<file path="src/dbg_pkg.sv">
// Debug address split, register map enums, breakpoint compare codes and opcodes
`default_nettype none

package dbg_pkg;

  //////////////////////////////////////////////////////////////////////
  // Widths

  // Host address is bank plus offset
  localparam int DBG_AW       = 16;
  localparam int DU_ADDR_SIZE = 12;
  localparam int BANK_W       = DBG_AW - DU_ADDR_SIZE;

  // Slots in the register map, not all implemented
  localparam int MAX_BREAKPOINTS = 8;

  // Pipeline side
  localparam int EXC_SIZE = 16;
  localparam int ILEN     = 32;

  //////////////////////////////////////////////////////////////////////
  // Register map

  // Upper address nibble
  typedef enum logic [BANK_W-1:0] {
    BANK_INTERNAL = 4'h0,
    BANK_GPRS     = 4'h1
  } dbg_bank_e;

  // Internal bank offsets
  typedef enum logic [DU_ADDR_SIZE-1:0] {
    REG_CTRL    = 12'h000,
    REG_HIT     = 12'h001,
    REG_IE      = 12'h002,
    REG_CAUSE   = 12'h003,
    REG_BPCTRL0 = 12'h010, REG_BPDATA0 = 12'h011,
    REG_BPCTRL1 = 12'h012, REG_BPDATA1 = 12'h013,
    REG_BPCTRL2 = 12'h014, REG_BPDATA2 = 12'h015,
    REG_BPCTRL3 = 12'h016, REG_BPDATA3 = 12'h017,
    REG_BPCTRL4 = 12'h018, REG_BPDATA4 = 12'h019,
    REG_BPCTRL5 = 12'h01A, REG_BPDATA5 = 12'h01B,
    REG_BPCTRL6 = 12'h01C, REG_BPDATA6 = 12'h01D,
    REG_BPCTRL7 = 12'h01E, REG_BPDATA7 = 12'h01F
  } dbg_reg_e;

  // CPU bank offsets, GPRs occupy 0x000..0x01F
  typedef enum logic [DU_ADDR_SIZE-1:0] {
    GPR_BASE = 12'h000,
    GPR_NPC  = 12'h200,
    GPR_PPC  = 12'h201
  } dbg_gpr_e;

  // Breakpoint compare select, codes 4..7 never hit
  typedef enum logic [2:0] {
    CC_FETCH    = 3'd0,
    CC_LD_ADR   = 3'd1,
    CC_ST_ADR   = 3'd2,
    CC_LDST_ADR = 3'd3
  } bp_cc_e;

  // Major opcode, instr[6:2]
  typedef enum logic [4:0] {
    OPC_LOAD   = 5'h00,
    OPC_STORE  = 5'h08,
    OPC_BRANCH = 5'h18
  } opc_e;

endpackage

`default_nettype wire

</file>
<file path="src/dbg_bp_match.sv">
// Breakpoint compare, single-step and branch-break detection
`timescale 1ns/1ps
`default_nettype none

module dbg_bp_match #(
  parameter int XLEN = 32
) (
  input  logic                                instr_break_ena,
  input  logic                                branch_break_ena,
  input  logic [dbg_pkg::MAX_BREAKPOINTS-1:0] bp_enabled,
  input  dbg_pkg::bp_cc_e                     bp_cc [dbg_pkg::MAX_BREAKPOINTS],
  input  logic [XLEN-1:0]                     bp_data [dbg_pkg::MAX_BREAKPOINTS],
  input  logic [XLEN-1:0]                     if_pc,
  input  logic [dbg_pkg::ILEN-1:0]            if_instr,
  input  logic                                if_bubble,
  input  logic [dbg_pkg::ILEN-1:0]            mem_instr,
  input  logic                                mem_bubble,
  input  logic [dbg_pkg::EXC_SIZE-1:0]        mem_exception,
  input  logic [XLEN-1:0]                     mem_memadr,
  input  logic                                dmem_ack,
  input  logic                                bu_flush,
  input  logic                                st_flush,
  output logic                                bp_instr_hit,
  output logic                                bp_branch_hit,
  output logic [dbg_pkg::MAX_BREAKPOINTS-1:0] bp_hit
);
  import dbg_pkg::*;

  logic fetch_ok;
  logic mem_ok;
  logic mem_read;
  logic mem_write;

  // Single step, every real fetch
  assign bp_instr_hit  = instr_break_ena & ~if_bubble;
  assign bp_branch_hit = branch_break_ena & ~if_bubble & (if_instr[6:2] == OPC_BRANCH);

  // Fetch PC not being thrown away
  assign fetch_ok = ~bu_flush & ~st_flush;

  // Access that actually completes in MEM
  assign mem_ok    = ~|mem_exception & ~mem_bubble;
  assign mem_read  = mem_ok & (mem_instr[6:2] == OPC_LOAD);
  assign mem_write = mem_ok & (mem_instr[6:2] == OPC_STORE);

  // Unimplemented slots are never enabled
  always_comb begin
    for (int n = 0; n < MAX_BREAKPOINTS; n++) begin
      bp_hit[n] = 1'b0;
      if (bp_enabled[n]) begin
        case (bp_cc[n])
          CC_FETCH:    bp_hit[n] = (if_pc == bp_data[n]) & fetch_ok;
          CC_LD_ADR:   bp_hit[n] = (mem_memadr == bp_data[n]) & dmem_ack & mem_read;
          CC_ST_ADR:   bp_hit[n] = (mem_memadr == bp_data[n]) & dmem_ack & mem_write;
          CC_LDST_ADR: bp_hit[n] = (mem_memadr == bp_data[n]) & dmem_ack &
                                   (mem_read | mem_write);
          default:     bp_hit[n] = 1'b0;
        endcase
      end
    end
  end

endmodule

`default_nettype wire

</file>
<file path="src/dbg_port.sv">
// Debug port bank decode, acknowledge delay, CPU write strobes and read-data register
`timescale 1ns/1ps
`default_nettype none

module dbg_port #(
  parameter int XLEN = 32
) (
  input  logic                             clk,
  input  logic                             rstn,
  // Host side
  input  logic                             dbg_stall,
  input  logic                             dbg_strb,
  input  logic                             dbg_we,
  input  logic [dbg_pkg::DBG_AW-1:0]       dbg_addr,
  input  logic [XLEN-1:0]                  dbg_dati,
  output logic [XLEN-1:0]                  dbg_dato,
  output logic                             dbg_ack,
  // Pipeline side
  input  logic                             ex_stall,
  input  logic [XLEN-1:0]                  internal_rdata,
  input  logic [XLEN-1:0]                  du_dati_rf,
  input  logic [XLEN-1:0]                  id_pc,
  input  logic [XLEN-1:0]                  ex_pc,
  input  logic [XLEN-1:0]                  bu_nxt_pc,
  input  logic                             bu_flush,
  output logic                             du_we_rf,
  output logic                             du_we_pc,
  output logic                             we_internal,
  output logic [dbg_pkg::DU_ADDR_SIZE-1:0] du_addr,
  output logic [XLEN-1:0]                  du_dato
);
  import dbg_pkg::*;

  logic [BANK_W-1:0]       bank;
  logic [DU_ADDR_SIZE-1:0] offset;
  logic                    sel_internal;
  logic                    sel_gprs;
  logic                    gpr_window;
  logic                    strb_dly;
  logic                    du_access;
  logic                    du_we;
  logic [2:0]              ack_sr;

  //////////////////////////////////////////////////////////////////////
  // Address decode

  assign bank         = dbg_addr[DBG_AW-1:DU_ADDR_SIZE];
  assign offset       = dbg_addr[DU_ADDR_SIZE-1:0];
  assign sel_internal = bank == BANK_INTERNAL;
  assign sel_gprs     = bank == BANK_GPRS;
  // x0..x31
  assign gpr_window   = offset[DU_ADDR_SIZE-1:5] == '0;

  // CPU bank only reachable while the core is stalled
  assign du_access = dbg_strb & (dbg_stall | sel_internal);

  // First strobe cycle
  always_ff @(posedge clk or negedge rstn) begin
    if (!rstn) begin
      strb_dly <= 1'b0;
    end else begin
      strb_dly <= dbg_strb;
    end
  end

  assign du_we = du_access & ~strb_dly & dbg_we;

  //////////////////////////////////////////////////////////////////////
  // Acknowledge

  // Ones shift in from the top, ack at bit 0, frozen by ex_stall
  always_ff @(posedge clk or negedge rstn) begin
    if (!rstn) begin
      ack_sr <= '0;
    end else if (!ex_stall) begin
      if (du_access && !dbg_ack) begin
        ack_sr <= {1'b1, ack_sr[2:1]};
      end else begin
        ack_sr <= '0;
      end
    end
  end

  assign dbg_ack = ack_sr[0];

  //////////////////////////////////////////////////////////////////////
  // Write strobes and payload

  always_ff @(posedge clk or negedge rstn) begin
    if (!rstn) begin
      du_we_rf    <= 1'b0;
      du_we_pc    <= 1'b0;
      we_internal <= 1'b0;
    end else begin
      du_we_rf    <= du_we & sel_gprs & gpr_window;
      du_we_pc    <= du_we & sel_gprs & (offset == GPR_NPC);
      we_internal <= du_we & sel_internal;
    end
  end

  // Offset and data follow the host every cycle
  always_ff @(posedge clk) begin
    du_addr <= offset;
    du_dato <= dbg_dati;
  end

  // Read data, valid by the time ack rises
  always_ff @(posedge clk) begin
    if (sel_internal) begin
      dbg_dato <= internal_rdata;
    end else if (sel_gprs && gpr_window) begin
      dbg_dato <= du_dati_rf;
    end else if (sel_gprs && offset == GPR_NPC) begin
      // Branch unit overrides while redirecting
      dbg_dato <= bu_flush ? bu_nxt_pc : id_pc;
    end else if (sel_gprs && offset == GPR_PPC) begin
      dbg_dato <= ex_pc;
    end else begin
      dbg_dato <= '0;
    end
  end

endmodule

`default_nettype wire

</file>
<file path="src/dbg_regs.sv">
// Internal debug registers, sticky hit flags, cause encoder and internal read mux
`timescale 1ns/1ps
`default_nettype none

module dbg_regs #(
  parameter int XLEN        = 32,
  parameter int BREAKPOINTS = 3
) (
  input  logic                                clk,
  input  logic                                rstn,
  input  logic                                we_internal,
  input  logic [dbg_pkg::DU_ADDR_SIZE-1:0]    du_addr,
  input  logic [XLEN-1:0]                     du_dato,
  input  logic [31:0]                         du_exceptions,
  input  logic                                bp_instr_hit,
  input  logic                                bp_branch_hit,
  input  logic [dbg_pkg::MAX_BREAKPOINTS-1:0] bp_hit,
  output logic [XLEN-1:0]                     internal_rdata,
  output logic [31:0]                         du_ie,
  output logic                                instr_break_ena,
  output logic                                branch_break_ena,
  output logic [dbg_pkg::MAX_BREAKPOINTS-1:0] bp_enabled,
  output dbg_pkg::bp_cc_e                     bp_cc [dbg_pkg::MAX_BREAKPOINTS],
  output logic [XLEN-1:0]                     bp_data [dbg_pkg::MAX_BREAKPOINTS],
  output logic                                hit_any
);
  import dbg_pkg::*;

  logic                       we_ctrl;
  logic                       we_hit;
  logic                       we_ie;
  logic                       we_cause;
  logic                       instr_hit_r;
  logic                       branch_hit_r;
  logic [MAX_BREAKPOINTS-1:0] bp_hit_r;
  logic [XLEN-1:0]            cause;
  logic                       bp_sel;
  logic [2:0]                 bp_slot;

  // Lowest set bit wins
  function automatic logic [3:0] lowest_idx(input logic [15:0] vec);
    logic [3:0] idx;
    idx = 4'd0;
    for (int i = 15; i >= 0; i--) begin
      if (vec[i]) idx = 4'(i);
    end
    return idx;
  endfunction

  assign we_ctrl  = we_internal && du_addr == REG_CTRL;
  assign we_hit   = we_internal && du_addr == REG_HIT;
  assign we_ie    = we_internal && du_addr == REG_IE;
  assign we_cause = we_internal && du_addr == REG_CAUSE;

  //////////////////////////////////////////////////////////////////////
  // CTRL, HIT, IE, CAUSE

  always_ff @(posedge clk or negedge rstn) begin
    if (!rstn) begin
      instr_break_ena  <= 1'b0;
      branch_break_ena <= 1'b0;
      du_ie            <= '0;
    end else begin
      if (we_ctrl) begin
        instr_break_ena  <= du_dato[0];
        branch_break_ena <= du_dato[1];
      end
      // Straight to the thread state
      if (we_ie) du_ie <= du_dato[31:0];
    end
  end

  // Sticky, host write beats a new hit
  always_ff @(posedge clk or negedge rstn) begin
    if (!rstn) begin
      instr_hit_r  <= 1'b0;
      branch_hit_r <= 1'b0;
    end else if (we_hit) begin
      instr_hit_r  <= du_dato[0];
      branch_hit_r <= du_dato[1];
    end else begin
      if (bp_instr_hit) instr_hit_r <= 1'b1;
      if (bp_branch_hit) branch_hit_r <= 1'b1;
    end
  end

  // Traps 0..15 before interrupts 16..31
  always_ff @(posedge clk or negedge rstn) begin
    if (!rstn) begin
      cause <= '0;
    end else if (we_cause) begin
      cause <= du_dato;
    end else if (|du_exceptions[15:0]) begin
      cause <= XLEN'(lowest_idx(du_exceptions[15:0]));
    end else if (|du_exceptions[31:16]) begin
      // Interrupt flag in the MSB
      cause <= {1'b1, (XLEN-1)'(lowest_idx(du_exceptions[31:16]))};
    end
  end

  //////////////////////////////////////////////////////////////////////
  // Breakpoint slots

  for (genvar n = 0; n < MAX_BREAKPOINTS; n++) begin : gen_bp
    localparam logic [DU_ADDR_SIZE-1:0] CTRL_OFS = DU_ADDR_SIZE'(REG_BPCTRL0 + 2 * n);
    localparam logic [DU_ADDR_SIZE-1:0] DATA_OFS = DU_ADDR_SIZE'(REG_BPDATA0 + 2 * n);

    if (n < BREAKPOINTS) begin : gen_impl
      logic            en_q;
      bp_cc_e          cc_q;
      logic [XLEN-1:0] data_q;
      logic            hit_q;

      always_ff @(posedge clk or negedge rstn) begin
        if (!rstn) begin
          en_q   <= 1'b0;
          cc_q   <= CC_FETCH;
          data_q <= '0;
          hit_q  <= 1'b0;
        end else begin
          if (we_internal && du_addr == CTRL_OFS) begin
            en_q <= du_dato[1];
            cc_q <= bp_cc_e'(du_dato[6:4]);
          end
          if (we_internal && du_addr == DATA_OFS) data_q <= du_dato;
          // Per-slot flag at HIT bit n+4
          if (we_hit) hit_q <= du_dato[n+4];
          else if (bp_hit[n]) hit_q <= 1'b1;
        end
      end

      assign bp_enabled[n] = en_q;
      assign bp_cc[n]      = cc_q;
      assign bp_data[n]    = data_q;
      assign bp_hit_r[n]   = hit_q;
    end else begin : gen_unimpl
      // Absent slot reads zero
      assign bp_enabled[n] = 1'b0;
      assign bp_cc[n]      = CC_FETCH;
      assign bp_data[n]    = '0;
      assign bp_hit_r[n]   = 1'b0;
    end
  end

  assign hit_any = instr_hit_r | branch_hit_r | (|bp_hit_r);

  //////////////////////////////////////////////////////////////////////
  // Read mux

  assign bp_sel  = du_addr >= REG_BPCTRL0 && du_addr <= REG_BPDATA7;
  assign bp_slot = du_addr[3:1];

  always_comb begin
    internal_rdata = '0;
    if (bp_sel) begin
      if (du_addr[0]) begin
        internal_rdata = bp_data[bp_slot];
      end else begin
        // cc, reserved, enable, implemented
        internal_rdata[6:0] = {bp_cc[bp_slot], 2'b00, bp_enabled[bp_slot],
                               bp_slot < BREAKPOINTS};
      end
    end else begin
      case (du_addr)
        REG_CTRL:  internal_rdata[1:0]  = {branch_break_ena, instr_break_ena};
        REG_HIT:   internal_rdata[11:0] = {bp_hit_r, 2'b00, branch_hit_r, instr_hit_r};
        REG_IE:    internal_rdata[31:0] = du_ie;
        REG_CAUSE: internal_rdata       = cause;
        default:   internal_rdata       = '0;
      endcase
    end
  end

endmodule

`default_nettype wire

</file>
<file path="src/dbg_unit.sv">
// Debug unit top with port, register and match instances, halt pulse and resume flush
`timescale 1ns/1ps
`default_nettype none

module dbg_unit #(
  parameter int XLEN        = 32,
  parameter int BREAKPOINTS = 3
) (
  input  logic                             clk,
  input  logic                             rstn,
  // Host debug port
  input  logic                             dbg_stall,
  input  logic                             dbg_strb,
  input  logic                             dbg_we,
  input  logic [dbg_pkg::DBG_AW-1:0]       dbg_addr,
  input  logic [XLEN-1:0]                  dbg_dati,
  output logic [XLEN-1:0]                  dbg_dato,
  output logic                             dbg_ack,
  output logic                             dbg_bp,
  // Core control
  output logic                             du_stall,
  output logic                             du_stall_dly,
  output logic                             du_flush,
  output logic                             du_we_rf,
  output logic                             du_we_pc,
  output logic [dbg_pkg::DU_ADDR_SIZE-1:0] du_addr,
  output logic [XLEN-1:0]                  du_dato,
  output logic [31:0]                      du_ie,
  // Core state
  input  logic [XLEN-1:0]                  du_dati_rf,
  input  logic [XLEN-1:0]                  if_pc,
  input  logic [XLEN-1:0]                  id_pc,
  input  logic [XLEN-1:0]                  ex_pc,
  input  logic [XLEN-1:0]                  bu_nxt_pc,
  input  logic                             bu_flush,
  input  logic                             st_flush,
  input  logic [dbg_pkg::ILEN-1:0]         if_instr,
  input  logic [dbg_pkg::ILEN-1:0]         mem_instr,
  input  logic                             if_bubble,
  input  logic                             mem_bubble,
  input  logic [dbg_pkg::EXC_SIZE-1:0]     mem_exception,
  input  logic [XLEN-1:0]                  mem_memadr,
  input  logic                             dmem_ack,
  input  logic                             ex_stall,
  input  logic [31:0]                      du_exceptions
);
  import dbg_pkg::*;

  logic                       we_internal;
  logic [XLEN-1:0]            internal_rdata;
  logic                       instr_break_ena;
  logic                       branch_break_ena;
  logic [MAX_BREAKPOINTS-1:0] bp_enabled;
  bp_cc_e                     bp_cc [MAX_BREAKPOINTS];
  logic [XLEN-1:0]            bp_data [MAX_BREAKPOINTS];
  logic                       bp_instr_hit;
  logic                       bp_branch_hit;
  logic [MAX_BREAKPOINTS-1:0] bp_hit;
  logic                       hit_any;

  //////////////////////////////////////////////////////////////////////
  // Instances

  dbg_port #(.XLEN(XLEN)) i_dbg_port (
    .clk, .rstn,
    .dbg_stall, .dbg_strb, .dbg_we, .dbg_addr, .dbg_dati, .dbg_dato, .dbg_ack,
    .ex_stall, .internal_rdata, .du_dati_rf, .id_pc, .ex_pc, .bu_nxt_pc, .bu_flush,
    .du_we_rf, .du_we_pc, .we_internal, .du_addr, .du_dato
  );

  dbg_regs #(.XLEN(XLEN), .BREAKPOINTS(BREAKPOINTS)) i_dbg_regs (
    .clk, .rstn,
    .we_internal, .du_addr, .du_dato, .du_exceptions,
    .bp_instr_hit, .bp_branch_hit, .bp_hit,
    .internal_rdata, .du_ie,
    .instr_break_ena, .branch_break_ena, .bp_enabled, .bp_cc, .bp_data,
    .hit_any
  );

  dbg_bp_match #(.XLEN(XLEN)) i_dbg_bp_match (
    .instr_break_ena, .branch_break_ena, .bp_enabled, .bp_cc, .bp_data,
    .if_pc, .if_instr, .if_bubble,
    .mem_instr, .mem_bubble, .mem_exception, .mem_memadr, .dmem_ack,
    .bu_flush, .st_flush,
    .bp_instr_hit, .bp_branch_hit, .bp_hit
  );

  //////////////////////////////////////////////////////////////////////
  // Halt and resume

  // Host stall goes straight to the core
  assign du_stall = dbg_stall;

  always_ff @(posedge clk or negedge rstn) begin
    if (!rstn) begin
      du_stall_dly <= 1'b0;
    end else begin
      du_stall_dly <= du_stall;
    end
  end

  // Leaving a halt with a pending exception drops the pipeline
  assign du_flush = du_stall_dly & ~dbg_stall & (|du_exceptions);

  // Halt request once the pipeline is quiet
  always_ff @(posedge clk or negedge rstn) begin
    if (!rstn) begin
      dbg_bp <= 1'b0;
    end else begin
      dbg_bp <= ~ex_stall & ~du_stall & ~du_flush & ~bu_flush & ~st_flush &
                ((|du_exceptions) | hit_any);
    end
  end

endmodule

`default_nettype wire

</file>
<file path="config.mk">
export PLATFORM = sky130hd
export DESIGN_NAME = dbg_unit
export DESIGN_NICKNAME = d
export VERILOG_FILES = /design/src/dbg_pkg.sv /design/src/dbg_bp_match.sv /design/src/dbg_port.sv /design/src/dbg_regs.sv /design/src/dbg_unit.sv
export SDC_FILE = /design/constraint.sdc
export NUM_CORES = 1
export LEC_CHECK = 0
export BUFFER_PORTS_ARGS = -buffer_cell sky130_fd_sc_hd__buf_2
export CORE_UTILIZATION = 30
export CTS_BUF_LIST = sky130_fd_sc_hd__clkbuf_2
export CTS_CLUSTER_SIZE = 16
export DETAILED_ROUTE_END_ITERATION = 7
export PLACE_DENSITY_LB_ADDON = 0.25
export SLEW_MARGIN = 30
export SYNTH_ARGS = -nofsm -noshare
export SYNTH_HDL_FRONTEND = slang
export SYNTH_HIERARCHICAL = 1
export SYNTH_SLANG_ARGS = --single-unit
</file>
<file path="constraint.sdc">
create_clock -name clk -period 4.1 [get_ports clk]
set_input_delay 0.205 -clock clk [delete_from_list [all_inputs] [get_ports clk]]
set_output_delay 0.205 -clock clk [all_outputs]
set_load 0.05 [all_outputs]
</file>
==> metrics.cfg <==
[outcome]
outcome = completed

[place]
dp_slack_ns = 0.953
hpwl_mm = 46.9
placedCellCount = 2395
post_dp_cell_area_mm2 = 0.0170
place.gp.congestion = 0.975
port_buffers = 423

[timing]
period_needed_ns = 3.87
setup_violations = 0
hold_viol = 0
tightest_slew_ns = 0.931
fin_crit_sh = 0.943
rsz0062_at_grt = false
fmax_mhz = 259
setup_ws_ns = 0.233
fin_skew_ns = 0.130
final.setup.tns_ns = 0
slew_viol_final = 0
max_slew_margin = 0.379
hold_ws_ns = 0.149

[clock_network]
cts_resized = 0
cts_tree = done
cts_max_level = 3
cts_made_buffers = 76
cts.path.max_buffers = 3
clock_latency_ns = 1.09
cts_setup_buffers = 0
path_clk_slew_ns = 0.09
hold_buffers = 282
cts_sinks = 264
cts_root_buffer = clkbuf_2

[route]
route.detailed.drc = 0
via_count = 14100
drt-initial-drc-count = 978
totalWireLength_mm = 62.8
antenna_left = 0
via_per_inst = 5.01
firstDrtPassIters = 5
wl_per_cell_um = 22.2

[global_route]
antenna_found_initial = 3
grt_max_degree = 116
grt_pass1_vias = 14600
grt_pass1_wl_mm = 92.5
grt_usage = 0.254
grt-ovfl-total = 0

[logic_synthesis]
netlist_instances = 1461
syn_avg_cell_area_um2 = 9.91
syn_area_mm2 = 0.0145
yosysWarnings = 6
synth_nets = 1824

[hold_path]
hold_path_class = in -> reg

[worst_setup_path]
critPathLaunchType = register
arrival_ns = 4.80
critPathKind = reg -> reg
cp-end-kind = register
cp_max_fo = 11
cp.required_ns = 5.03

[floorplan]
coreArea_mm2 = 0.0476
initial_core_util = 0.304
die_y_um = 222
die_area_mm2 = 0.0492
pin_count = 478
die_w_um = 222
rows = 80

[finish]
fillers = 4663
fin_nets = 2504
stdcell_count = 2824
stdcell_area_mm2 = 0.0206
syn_to_final_growth_pct = 42.3
final_layout_size_suffix_gt1_frac = 0.331
post-route-util = 0.433

[job]
maxCapViolations = 0

[power]
power_mw = 5.58
ir_drop_mv = 0.170
p_leak_nw = 10.1
power.density_mw_per_mm2 = 271

[cells in the final DEF (no fill, tap or decap), types with 12 or more instances in the layout]
| cell type | instances |
|---|---|
| clkbuf_2 | 122 |
| xnor2_1 | 89 |
| o22ai_1 | 13 |
| nand2_1 | 163 |
| o21ai_0 | 66 |
| nor4_1 | 42 |
| mux2i_1 | 68 |
| or4_1 | 12 |
| dlygate4sd3_1 | 281 |
| a21oi_1 | 44 |
| mux2_1 | 35 |
| nand3_1 | 40 |
| dfxtp_1 | 75 |
| nand4_1 | 34 |
| buf_4 | 34 |
| inv_1 | 12 |
| dfrtp_1 | 188 |
| xor2_1 | 101 |
| mux2_2 | 112 |
| a22oi_1 | 52 |
| nor2_1 | 64 |
| nor3_1 | 15 |
| buf_2 | 422 |
[sequential cells by signal, summed over array words and instances, names as in the netlist, 9 cells and up]
signal                             flops
i_dbg_port/du_dato                    32
i_dbg_regs/cause                      32
i_dbg_regs/gen_bp.gen_impl.cc_q        9
i_dbg_port/du_addr                    12
i_dbg_regs/du_ie                      32
i_dbg_regs/gen_bp.gen_impl.data_q     96
i_dbg_port/dbg_dato                   32
[final timing paths]
check,start,endpoint,slack [ns],cells past startpoint
setup / recovery,i_dbg_port/du_addr[11],i_dbg_port/dbg_dato[24],0.23,11
hold / removal,ex_pc[17],i_dbg_port/dbg_dato[17],0.15,6
setup reg to reg,i_dbg_port/du_addr[11],i_dbg_port/dbg_dato[24],0.23,11
hold reg to reg,i_dbg_port/du_dato[22],i_dbg_regs/cause[22],0.46,2
max in group asynchronous,rstn,i_dbg_regs/gen_bp[1].gen_impl.data_q[11],3.17,4
min in group asynchronous,rstn,i_dbg_regs/du_ie[27],0.22,4
[per-layer routing]
metal  GRT usage  share of wire
met2       0.436           0.49
met3      0.0460          0.047
met5           0              0
met4      0.0862          0.029
met1       0.320           0.43
[cell type report]
cell class / count / area, µm² / share of cell area
Tap cell: 615 / 769 / 0.0373
Clock inverter: 17 / 97.6 / 0.00473
Inverter: 12 / 45.0 / 0.00219
Clock buffer: 122 / 611 / 0.0296
Antenna cell: 7 / 17.5 / 0.000850
Sequential cell: 264 / 6230 / 0.302
Multi-Input combinational cell: 1045 / 7570 / 0.367
Timing Repair Buffer: 742 / 5270 / 0.256
[worst max-delay path, stage by stage (launching register included)]
cell and delay, ns:
dfxtp_1 0.34, nor3_1 0.51, nand3_1 0.34, nor3_4 0.50, buf_6 0.26, a22oi_1 0.12, o21ai_0 0.13, buf_4 0.18
o22ai_1 0.10, dlygate4sd3_1 0.59, a21oi_1 0.13, dlygate4sd3_1 0.57
[where the power goes]
group / leakage [nW] / switching, mW / total [mW] / internal [mW]
Sequential: 3.22 / 0.0573 / 2.68 / 2.62
Clock: 0.557 / 1.23 / 2.08 / 0.843
Combinational: 6.27 / 0.456 / 0.831 / 0.375
(Power assumes the default switching activity.)
